$ cat config.mk
export PLATFORM = sky130hd
export DESIGN_NAME = noc_chain_top
export DESIGN_NICKNAME = d
export VERILOG_FILES = /design/src/design/noc_chain_pkg.sv /design/src/design/noc_chain_top.sv /design/src/design/traffic_processor.sv /design/src/design/chain_router.sv /design/src/design/flit_unpacker.sv /design/src/design/flit_packer.sv
export SDC_FILE = /design/constraint.sdc
export NUM_CORES = 2
export LEC_CHECK = 0
export BUFFER_PORTS_ARGS = -buffer_cell sky130_fd_sc_hd__buf_4
export CORE_MARGIN = 1
export CORE_UTILIZATION = 39
export CTS_CLUSTER_DIAMETER = 150
export DETAILED_ROUTE_END_ITERATION = 8
export PLACE_DENSITY_LB_ADDON = 0.15
export REMOVE_ABC_BUFFERS = 1
export SLEW_MARGIN = 20
export SYNTH_ARGS = -nofsm -noshare
export SYNTH_HDL_FRONTEND = slang
export SYNTH_SLANG_ARGS = --single-unit
export TNS_END_PERCENT = 1
$ cat constraint.sdc
create_clock -name clk -period 9.8 [get_ports clk]
set_input_delay 1.96 -clock clk [delete_from_list [all_inputs] [get_ports clk]]
set_output_delay 1.96 -clock clk [all_outputs]
set_load 0.01 [all_outputs]
$ cat src/design/noc_chain_pkg.sv
// NoC chain shared types
package noc_chain_pkg;

    // Payload and address widths
    localparam int data_w = 64;
    localparam int addr_w = 3;

    typedef logic [data_w-1:0] data_word_t;

    // Node 1 is the ingress, 2 to 4 are routers, 5 to 7 lie beyond the chain
    typedef logic [addr_w-1:0] node_addr_t;

    // 70-bit flit with the header above the payload word
    typedef struct packed {
        node_addr_t dest;
        node_addr_t src;
        data_word_t data;
    } noc_flit_t;

    // Address of the last router
    localparam node_addr_t num_nodes = 3'd4;

    // Source address stamped on flits built at node 1
    localparam node_addr_t ingress_addr = 3'd1;

endpackage
$ cat src/design/noc_chain_top.sv
// Four node NoC chain
`timescale 1ns/1ps

module noc_chain_top (
    input  logic                      clk,
    input  logic                      reset,
    input  noc_chain_pkg::data_word_t in_data,
    input  noc_chain_pkg::node_addr_t in_dest,
    input  logic                      in_valid,
    output logic                      in_ready,
    output noc_chain_pkg::noc_flit_t  out_flit,
    output logic                      out_valid,
    input  logic                      out_ready,
    output logic                      bad_dest
);
    import noc_chain_pkg::*;

    // Link i runs from node i to node i+1
    noc_flit_t  link_flit [1:3];
    logic [3:1] link_valid;
    logic [3:1] link_ready;

    // Local adapter paths of nodes 2 to 4
    noc_flit_t  ej_flit [2:4];
    logic [4:2] ej_valid;
    logic [4:2] ej_ready;
    data_word_t rx_word [2:4];
    logic [4:2] rx_valid;
    logic [4:2] rx_ready;
    data_word_t sum_word [2:4];
    logic [4:2] sum_valid;
    logic [4:2] sum_ready;
    noc_flit_t  inj_flit [2:4];
    logic [4:2] inj_valid;
    logic [4:2] inj_ready;

    flit_packer #(.src_addr(ingress_addr)) n1 (
        .clk(clk), .reset(reset),
        .word_data(in_data), .word_dest(in_dest),
        .word_valid(in_valid), .word_ready(in_ready),
        .flit(link_flit[1]), .flit_valid(link_valid[1]), .flit_ready(link_ready[1])
    );

    chain_router #(.node_addr(3'd2)) r2 (
        .clk(clk), .reset(reset),
        .up_flit(link_flit[1]), .up_valid(link_valid[1]), .up_ready(link_ready[1]),
        .inj_flit(inj_flit[2]), .inj_valid(inj_valid[2]), .inj_ready(inj_ready[2]),
        .down_flit(link_flit[2]), .down_valid(link_valid[2]), .down_ready(link_ready[2]),
        .ej_flit(ej_flit[2]), .ej_valid(ej_valid[2]), .ej_ready(ej_ready[2]),
        .drop(bad_dest)
    );

    // Internal packers never address backward, so r3 and r4 never drop
    chain_router #(.node_addr(3'd3)) r3 (
        .clk(clk), .reset(reset),
        .up_flit(link_flit[2]), .up_valid(link_valid[2]), .up_ready(link_ready[2]),
        .inj_flit(inj_flit[3]), .inj_valid(inj_valid[3]), .inj_ready(inj_ready[3]),
        .down_flit(link_flit[3]), .down_valid(link_valid[3]), .down_ready(link_ready[3]),
        .ej_flit(ej_flit[3]), .ej_valid(ej_valid[3]), .ej_ready(ej_ready[3]),
        .drop()
    );

    chain_router #(.node_addr(num_nodes)) r4 (
        .clk(clk), .reset(reset),
        .up_flit(link_flit[3]), .up_valid(link_valid[3]), .up_ready(link_ready[3]),
        .inj_flit(inj_flit[4]), .inj_valid(inj_valid[4]), .inj_ready(inj_ready[4]),
        .down_flit(out_flit), .down_valid(out_valid), .down_ready(out_ready),
        .ej_flit(ej_flit[4]), .ej_valid(ej_valid[4]), .ej_ready(ej_ready[4]),
        .drop()
    );

    flit_unpacker u2 (
        .clk(clk), .reset(reset),
        .flit(ej_flit[2]), .flit_valid(ej_valid[2]), .flit_ready(ej_ready[2]),
        .word(rx_word[2]), .word_valid(rx_valid[2]), .word_ready(rx_ready[2])
    );

    flit_unpacker u3 (
        .clk(clk), .reset(reset),
        .flit(ej_flit[3]), .flit_valid(ej_valid[3]), .flit_ready(ej_ready[3]),
        .word(rx_word[3]), .word_valid(rx_valid[3]), .word_ready(rx_ready[3])
    );

    flit_unpacker u4 (
        .clk(clk), .reset(reset),
        .flit(ej_flit[4]), .flit_valid(ej_valid[4]), .flit_ready(ej_ready[4]),
        .word(rx_word[4]), .word_valid(rx_valid[4]), .word_ready(rx_ready[4])
    );

    traffic_processor p2 (
        .clk(clk), .reset(reset),
        .word_in(rx_word[2]), .in_valid(rx_valid[2]), .in_ready(rx_ready[2]),
        .sum_out(sum_word[2]), .sum_valid(sum_valid[2]), .sum_ready(sum_ready[2])
    );

    traffic_processor p3 (
        .clk(clk), .reset(reset),
        .word_in(rx_word[3]), .in_valid(rx_valid[3]), .in_ready(rx_ready[3]),
        .sum_out(sum_word[3]), .sum_valid(sum_valid[3]), .sum_ready(sum_ready[3])
    );

    traffic_processor p4 (
        .clk(clk), .reset(reset),
        .word_in(rx_word[4]), .in_valid(rx_valid[4]), .in_ready(rx_ready[4]),
        .sum_out(sum_word[4]), .sum_valid(sum_valid[4]), .sum_ready(sum_ready[4])
    );

    // Results go one node further down the chain
    flit_packer #(.src_addr(3'd2)) k2 (
        .clk(clk), .reset(reset),
        .word_data(sum_word[2]), .word_dest(3'd3),
        .word_valid(sum_valid[2]), .word_ready(sum_ready[2]),
        .flit(inj_flit[2]), .flit_valid(inj_valid[2]), .flit_ready(inj_ready[2])
    );

    flit_packer #(.src_addr(3'd3)) k3 (
        .clk(clk), .reset(reset),
        .word_data(sum_word[3]), .word_dest(num_nodes),
        .word_valid(sum_valid[3]), .word_ready(sum_ready[3]),
        .flit(inj_flit[3]), .flit_valid(inj_valid[3]), .flit_ready(inj_ready[3])
    );

    flit_packer #(.src_addr(num_nodes)) k4 (
        .clk(clk), .reset(reset),
        .word_data(sum_word[4]), .word_dest(node_addr_t'(num_nodes + 3'd1)),
        .word_valid(sum_valid[4]), .word_ready(sum_ready[4]),
        .flit(inj_flit[4]), .flit_valid(inj_valid[4]), .flit_ready(inj_ready[4])
    );

endmodule

$ cat src/design/traffic_processor.sv
// Running sum processor
`timescale 1ns/1ps

module traffic_processor (
    input  logic                      clk,
    input  logic                      reset,
    input  noc_chain_pkg::data_word_t word_in,
    input  logic                      in_valid,
    output logic                      in_ready,
    output noc_chain_pkg::data_word_t sum_out,
    output logic                      sum_valid,
    input  logic                      sum_ready
);

    typedef enum logic {
        st_idle,
        st_hold
    } tp_state_t;

    tp_state_t state;

    assign in_ready  = state == st_idle;
    assign sum_valid = state == st_hold;

    always_ff @(posedge clk or posedge reset) begin
        if (reset) begin
            state   <= st_idle;
            sum_out <= '0;
        end else begin
            case (state)
                st_idle: begin
                    if (in_valid) begin
                        // Wraps at 64 bits
                        sum_out <= sum_out + word_in;
                        state   <= st_hold;
                    end
                end
                st_hold: begin
                    if (sum_ready) begin
                        state <= st_idle;
                    end
                end
            endcase
        end
    end

    // A presented sum is never withdrawn
    a_sum_held: assert property (@(posedge clk) disable iff (reset)
        $fell(sum_valid) |-> $past(sum_ready));

endmodule

$ cat src/design/chain_router.sv
// Chain router node
`timescale 1ns/1ps

module chain_router #(
    parameter noc_chain_pkg::node_addr_t node_addr = 3'd2
) (
    input  logic                     clk,
    input  logic                     reset,
    input  noc_chain_pkg::noc_flit_t up_flit,
    input  logic                     up_valid,
    output logic                     up_ready,
    input  noc_chain_pkg::noc_flit_t inj_flit,
    input  logic                     inj_valid,
    output logic                     inj_ready,
    output noc_chain_pkg::noc_flit_t down_flit,
    output logic                     down_valid,
    input  logic                     down_ready,
    output noc_chain_pkg::noc_flit_t ej_flit,
    output logic                     ej_valid,
    input  logic                     ej_ready,
    output logic                     drop
);

    logic up_eject;
    logic up_fwd;
    logic up_back;
    logic down_space;
    logic ej_space;
    logic rr_inj;
    logic up_fwd_fire;
    logic up_ej_fire;
    logic inj_fire;

    // Route by destination relative to this node
    assign up_eject = up_flit.dest == node_addr;
    assign up_fwd   = up_flit.dest > node_addr;
    assign up_back  = up_flit.dest < node_addr;

    assign down_space = !down_valid || down_ready;
    assign ej_space   = !ej_valid || ej_ready;

    // rr_inj set means the inject port wins a tie for the downstream link
    always_comb begin
        if (up_eject) begin
            up_ready = ej_space;
        end else if (up_fwd) begin
            up_ready = down_space && !(inj_valid && rr_inj);
        end else begin
            // Backward flits are always taken and thrown away
            up_ready = 1'b1;
        end
    end

    assign inj_ready = down_space && !(up_valid && up_fwd && !rr_inj);

    assign up_fwd_fire = up_valid && up_ready && up_fwd;
    assign up_ej_fire  = up_valid && up_ready && up_eject;
    assign inj_fire    = inj_valid && inj_ready;

    always_ff @(posedge clk or posedge reset) begin
        if (reset) begin
            down_valid <= 1'b0;
            ej_valid   <= 1'b0;
            rr_inj     <= 1'b0;
            drop       <= 1'b0;
        end else begin
            if (up_fwd_fire || inj_fire) begin
                down_valid <= 1'b1;
            end else if (down_ready) begin
                down_valid <= 1'b0;
            end
            if (up_ej_fire) begin
                ej_valid <= 1'b1;
            end else if (ej_ready) begin
                ej_valid <= 1'b0;
            end
            // Priority passes to the port that just lost
            if (up_fwd_fire) begin
                rr_inj <= 1'b1;
            end else if (inj_fire) begin
                rr_inj <= 1'b0;
            end
            drop <= up_valid && up_back;
        end
    end

    always_ff @(posedge clk) begin
        if (up_fwd_fire) begin
            down_flit <= up_flit;
        end else if (inj_fire) begin
            down_flit <= inj_flit;
        end
        if (up_ej_fire) begin
            ej_flit <= up_flit;
        end
    end

    // Only flits for this node reach the local adapter
    a_eject_dest: assert property (@(posedge clk) disable iff (reset)
        ej_valid |-> ej_flit.dest == node_addr);

endmodule

$ cat src/design/flit_unpacker.sv
// Ejected flit unpacker
`timescale 1ns/1ps

module flit_unpacker (
    input  logic                      clk,
    input  logic                      reset,
    input  noc_chain_pkg::noc_flit_t  flit,
    input  logic                      flit_valid,
    output logic                      flit_ready,
    output noc_chain_pkg::data_word_t word,
    output logic                      word_valid,
    input  logic                      word_ready
);

    logic flit_fire;

    // Accept when empty or when the held word leaves this cycle
    assign flit_ready = !word_valid || word_ready;
    assign flit_fire  = flit_valid && flit_ready;

    always_ff @(posedge clk or posedge reset) begin
        if (reset) begin
            word_valid <= 1'b0;
        end else if (flit_fire) begin
            word_valid <= 1'b1;
        end else if (word_ready) begin
            word_valid <= 1'b0;
        end
    end

    // Header is dropped here
    always_ff @(posedge clk) begin
        if (flit_fire) begin
            word <= flit.data;
        end
    end

endmodule

$ cat src/design/flit_packer.sv
// Word to flit packer
`timescale 1ns/1ps

module flit_packer #(
    parameter noc_chain_pkg::node_addr_t src_addr = noc_chain_pkg::ingress_addr
) (
    input  logic                      clk,
    input  logic                      reset,
    input  noc_chain_pkg::data_word_t word_data,
    input  noc_chain_pkg::node_addr_t word_dest,
    input  logic                      word_valid,
    output logic                      word_ready,
    output noc_chain_pkg::noc_flit_t  flit,
    output logic                      flit_valid,
    input  logic                      flit_ready
);
    import noc_chain_pkg::*;

    noc_flit_t new_flit;
    noc_flit_t skid_q;
    logic      skid_valid;
    logic      in_fire;
    logic      out_fire;
    logic      load_out;

    assign new_flit = '{dest: word_dest, src: src_addr, data: word_data};

    // Ready comes from the skid register only
    assign word_ready = !skid_valid;
    assign in_fire    = word_valid && word_ready;
    assign out_fire   = flit_valid && flit_ready;

    // Output register is free now or frees up on this edge
    assign load_out = in_fire && (!flit_valid || out_fire);

    always_ff @(posedge clk or posedge reset) begin
        if (reset) begin
            flit_valid <= 1'b0;
            skid_valid <= 1'b0;
        end else if (skid_valid) begin
            // Skid entry moves up, output stays full
            if (out_fire) begin
                skid_valid <= 1'b0;
            end
        end else if (in_fire) begin
            flit_valid <= 1'b1;
            skid_valid <= !load_out;
        end else if (out_fire) begin
            flit_valid <= 1'b0;
        end
    end

    always_ff @(posedge clk) begin
        if (skid_valid && out_fire) begin
            flit <= skid_q;
        end else if (load_out) begin
            flit <= new_flit;
        end
        if (in_fire && !load_out) begin
            skid_q <= new_flit;
        end
    end

    // Stalled flit holds until taken
    a_flit_stable: assert property (@(posedge clk) disable iff (reset)
        flit_valid && !flit_ready |=> flit_valid && $stable(flit));

endmodule

== After elaboration in Yosys (flattened, before gate mapping) ==
Cells that the tools add are included.
Operators by class
  $add $sub $neg: 3
  $mul: 0
  divide/modulo/power cells: 0
  order comparisons: 4
  eq/ne operators: 6
  shift operators: 0
  multiplexer cells: 70
  bitwise operators: 7
  reductions and logical operators: 117
Operators by type and width (number)
  $mux W70: 8
  $mux W64: 6
  $add A64 B64 Y64: 3
  $mux W1: 53
  $logic_and A1 B1 Y1: 47
  $reduce_bool A2 Y1: 17
  $logic_not A1 Y1: 30
  $logic_or A1 B1 Y1: 16
  $reduce_and A2 Y1: 7
  $not A1 Y1: 7
  $eq A3 B2 Y1 const B: 2
  $gt A3 B2 Y1 const B: 2
  $ne A2 B2 Y1 const B: 3
  $pmux W1 S2: 3
  $eq A3 B3 Y1 const B: 1
  $gt A3 B3 Y1 const B: 1
  $lt A3 B2 Y1 const B: 1
Storage, ports and cells
  bits in registers: 1326
  latch bits: 0
  RAM bits: 0
  ROM bits: 0
  memories kept: 0

== Longest topological paths before layout ==
  depth after elaboration: 19
  gate-level depth with buffers: 14
  mapped depth without buffers: 13

== Cells and area by module ==
Synthesis repeated with hierarchy kept, for this count alone.
Second synthesis, totals
  cells, all modules: 4146
  area, all modules: 60824.6 µm²
Modules (own cells, without submodules)
  flit_packer: times used 4, cells each 227, area each 5097.4 µm², sequential area each 4073.9 µm²
  traffic_processor (p3 ...): times used 2, cells each 767, area each 6077.1 µm², sequential area each 1626.6 µm²
  traffic_processor (p2): times used 1, cells each 759, area each 5992.0 µm², sequential area each 1626.6 µm²
  flit_unpacker: times used 3, cells each 69, area each 1979.4 µm², sequential area each 1946.9 µm²
  chain_router (r3): times used 1, cells each 242, area each 5546.6 µm², sequential area each 4304.1 µm²
  chain_router (r2): times used 1, cells each 248, area each 5434.0 µm², sequential area each 4304.1 µm²
  chain_router (r4): times used 1, cells each 246, area each 5362.6 µm², sequential area each 4304.1 µm²
  noc_chain_top: times used 1, cells each 2, area each 7.5 µm², sequential area each 0.0 µm²

== Worst setup path before layout ==
Ideal clock, no wire load.
  kind: in2reg
  start point: input out_ready
  end point: register k2.skid_q[0] in the netlist's numbering (enable)
  setup time: 565 ps
  data arrival time: 7375 ps
  required time: 9235 ps
  setup slack: 1860 ps
  stages: 8
  path buffers: 0
  cells stage by stage: nand2b_1 -> a311oi_1 -> a21o_1 -> a22o_1 -> nand2_1 -> o31ai_1 -> inv_1 -> nor3_1
On the way
  word-level cells in the longest chain between the ends: 15
Ends and longest elaborated chain
  from (decl): line noc_chain_top.sv:13  | input logic out_ready,
  $logic_or A1 B1 Y1: line chain_router.sv:39  | assign down_space = !down_valid || down_ready;
  $logic_and A1 B1 Y1: line chain_router.sv:47  | up_ready = down_space && !(inj_valid && rr_inj);
  $mux W1: line chain_router.sv:46  | end else if (up_fwd) begin
  $mux W1: line chain_router.sv:44  | if (up_eject) begin
  $logic_or A1 B1 Y1: line chain_router.sv:39
  $logic_and A1 B1 Y1: line chain_router.sv:47
  $mux W1: line chain_router.sv:46
  $mux W1: line chain_router.sv:44
  $logic_or A1 B1 Y1: line chain_router.sv:39
  $logic_and A1 B1 Y1: line chain_router.sv:54  | assign inj_ready = down_space && !(up_valid && up_fwd && !rr_inj);
  $logic_and A1 B1 Y1: line flit_packer.sv:31  | assign out_fire = flit_valid && flit_ready;
  $logic_or A1 B1 Y1: line flit_packer.sv:34  | assign load_out = in_fire && (!flit_valid || out_fire);
  $logic_and A1 B1 Y1: line flit_packer.sv:34
  $logic_not A1 Y1: line flit_packer.sv:59  | if (in_fire && !load_out) begin
  $logic_and A1 B1 Y1: line flit_packer.sv:59
  to (signal assigned): line flit_packer.sv:60  | skid_q <= new_flit;
  to (decl): line flit_packer.sv:20  | noc_flit_t skid_q;
No other way between the ends.
A chain may end at the register's enable or synchronous reset.

== Worst setup path after layout ==
  start point: input out_ready
  end point: register r2.down_flit[3] in the netlist's numbering, data pin
On the way
  word-level cells in the longest chain between the ends: 15
Ends and longest elaborated chain
  $logic_or A1 B1 Y1: line chain_router.sv:39
  $logic_and A1 B1 Y1: line chain_router.sv:47
  $mux W1: line chain_router.sv:46
  $mux W1: line chain_router.sv:44
  $logic_or A1 B1 Y1: line chain_router.sv:39
  $logic_and A1 B1 Y1: line chain_router.sv:47
  $mux W1: line chain_router.sv:46
  $mux W1: line chain_router.sv:44
  $logic_or A1 B1 Y1: line chain_router.sv:39
  $logic_and A1 B1 Y1: line chain_router.sv:47
  $mux W1: line chain_router.sv:46
  $mux W1: line chain_router.sv:44
  $logic_and A1 B1 Y1 (2 in series): line chain_router.sv:56  | assign up_fwd_fire = up_valid && up_ready && up_fwd;
  $mux W70: line chain_router.sv:88  | if (up_fwd_fire) begin
  to (signal assigned): line chain_router.sv:89  | down_flit <= up_flit;
  to (signal assigned): line chain_router.sv:91  | down_flit <= inj_flit;
  to (decl): line chain_router.sv:15  | output noc_chain_pkg::noc_flit_t down_flit,
No other way between the ends.

==> results.toml <==
[timing]
drv_slew = 0
setup_tns_ns = 0
worst_slew_pin_slew_ns = 1.09
holdWs_ns = 0.397
fmax_ghz = 0.208
final-hold-violation-count = 0
setup_viol = 0
finalCritPeriodShare = 0.491
fin_skew_ns = 0.0279
maxSlewHeadroom = 0.274
post-route-min-period_ns = 4.81
grt_setup_unrepaired = "false"

[synthesis]
ys_warn_count = 0
synth_edf_count = 1110
ys_ff_latch = 1326
yosysTopAreaCell = "edfxtp_1"
mappedNetlistArea_um2 = 57100
synth_async_sr_flop_share = 0.163
ys_top_cells_by_count = "edfxtp_1 (1,110), mux2_2 (459), nand2_1 (352)"
syn_inst = 3929
synth_area_per_cell_um2 = 14.5
synth.area.top_cells = "edfxtp_1 (58%), dfrtp_1 (9.5%), mux2_2 (9.0%)"
synth_flop_cell = "edfxtp_1"
ys_types = 76
synth_most_common_cell = "edfxtp_1"
ys_seq_area_frac = 0.678
yosys.area.top_type_share = 0.583

[cells_and_area]
fin_area_um2 = 64900
area_growth_pct = 13.6
final_cells = 6125
fillCellCount = 13000
drive_gt1_frac = 0.212
nets = 4355

[worst_setup_path]
startpoint_type = "input pin"
ff2ff_path_depth = 13
end_kind = "flop"
crit_required_ns = 10.30
cp_data_arrival_time_ns = 5.32
crit_type = "in2reg"
path_max_fanout = 49

[place]
postPlaceCellArea_um2 = 60500
port_buffers = 143
gp_congestion = 0.887
placedCellCount = 5865
post-dp-hpwl_um = 82700

[global_routing]
grt_pass1_vias = 31400
grt_overflow = 0
track_usage = 0.167
grt_max_degree = 130
antenna_found_initial = 11
grt_pass1_wl_um = 189000

[clock_tree]
cts_tree = "done"
ctsHoldBuffers = 0
post_cts_resized = 0
htreeDepth = 4
clock_latency_ns = 0.77
cts.sinks = 1326
post_cts_buffers = 0
clk_path_buf_depth = 3
clk_pin_slew_worst_paths_ns = 0.06
clockRootBuffer = "clkbuf_16"
numCtsBuffers = 142

[floorplan]
die-area_um2 = 148000
core-area_um2 = 146000
die_h_um = 385
fp.dieW_um = 385
io-pin-count = 144
row_count = 140
initial_core_util = 0.392

[detailed_routing]
dr.pass1.iters = 5
via_per_inst = 5.13
drt_iter0_drc = 2328
drc = 0
ant_nets = 0
routedWlPerCell_um = 19.9
vias = 31400
routed_wl_um = 122000

[power_and_ir_drop]
p_leak_nw = 24.0
vdd_ir_drop_max_mv = 0.192
power-per-cell-area_nw_per_um2 = 309

[job]
drv_cap = 0

[hold_path]
hold_path.class = "reg2reg"
hold_depth = 0

[outcome]
outcome = "finished, final reports clean"
## worst max-delay path, stage by stage
cell      delay, ns
buf_4          0.11
nand2b_1       0.23
a311oi_1       0.51
a21o_1         0.24
a22o_1         0.16
nand2_1        0.10
nand2_1        0.10
a22o_1         0.12
a22o_1         0.24
or3_4          0.41
buf_4          0.66
mux2_2         0.41
## final cells by class
cell class                      count  area (µm²)  area share
Sequential cell                  1326       38700       0.597
Multi-Input combinational cell   2379       17700       0.273
Clock buffer                      203        3980      0.0613
Tap cell                         1917        2400      0.0370
Timing Repair Buffer              176        1330      0.0206
Clock inverter                     56         448     0.00690
Inverter                           67         259     0.00399
Antenna cell                        1        2.50   0.0000386
## power breakdown
group | switching, W | internal [W]
clock | 0.00215 | 0.00298
sequential | 0.00103 | 0.00791
combinational | 0.00346 | 0.00253
total | 0.00664 | 0.0134
## layout by cell type (no fill, tap or decap), types with 12 or more instances in the layout
cell and count:
nand2b_1 22, nor2_1 123, nand2_1 348, ha_1 189, nand4_1 44, buf_4 175
a31oi_1 26, o21ai_1 12, clkinv_2 23, o21a_1 15, clkinv_1 18, nor2b_1 20
a21oi_1 210, clkbuf_16 146, or2_2 12, a211oi_1 22, mux2_2 459, clkbuf_1 46
o21ai_0 275, nand3_1 40, edfxtp_1 1110, dfrtp_1 216, o211ai_1 18, a21o_1 97
xor2_1 81, xnor2_1 102, and3_1 17, o21bai_1 40, nor3_1 28, inv_1 66
## routing by layer
metal	track usage	share of wire
met3	0.0237	0.038
met5	0	0
met4	0.0568	0.027
met1	0.253	0.50
met2	0.243	0.43
## through the flow
stage | util | setup WS, ns | power (W)
5_1_grt | 0.446 | 4.74 | 0.0214
2_1_floorplan | - | 1.86 | 0.0131
3_5_place_dp | 0.415 | 4.25 | 0.0151
4_1_cts | 0.446 | 5.06 | 0.0203
6_report | 0.446 | 4.99 | 0.0201
3_3_place_gp | 0.415 | 4.33 | 0.0150
## sequential cells by signal (all words and copies together) (netlist names), 67 cells and up
register and count:
r4.down_flit 70, r2.down_flit 69, n1.flit 67, n1.skid_q 67
r3.down_flit 69
## logic make-up after synthesis
family,share of synthesized area
AOI/OAI and AO/OA,0.0887
xor gates and xnor gates,0.0281
adders and majority gates,0.0424
buffers and inverters,0.0151
DFF,0.678
muxes,0.0908
other,0.0000656
and+or+nand+nor,0.0568
## final timing paths
path | startpoint | endpoint | slack, ns
hold reg to reg | r2.ej_flit[51]$_DFFE_PP_ | u2.word[51]$_DFFE_PP_ | 0.40
setup reg to reg | p2.sum_out[0]$_DFFE_PP0P_ | p2.sum_out[62]$_DFFE_PP0P_ | 5.51
setup / recovery | out_ready | r2.down_flit[3]$_DFFE_PP_ | 4.99
hold / removal | r2.ej_flit[51]$_DFFE_PP_ | u2.word[51]$_DFFE_PP_ | 0.40
min in group asynchronous | reset | p2.sum_out[15]$_DFFE_PP0P_ | 1.30
max in group asynchronous | reset | p4.sum_out[54]$_DFFE_PP0P_ | 7.12
(Power assumes the default switching activity.)
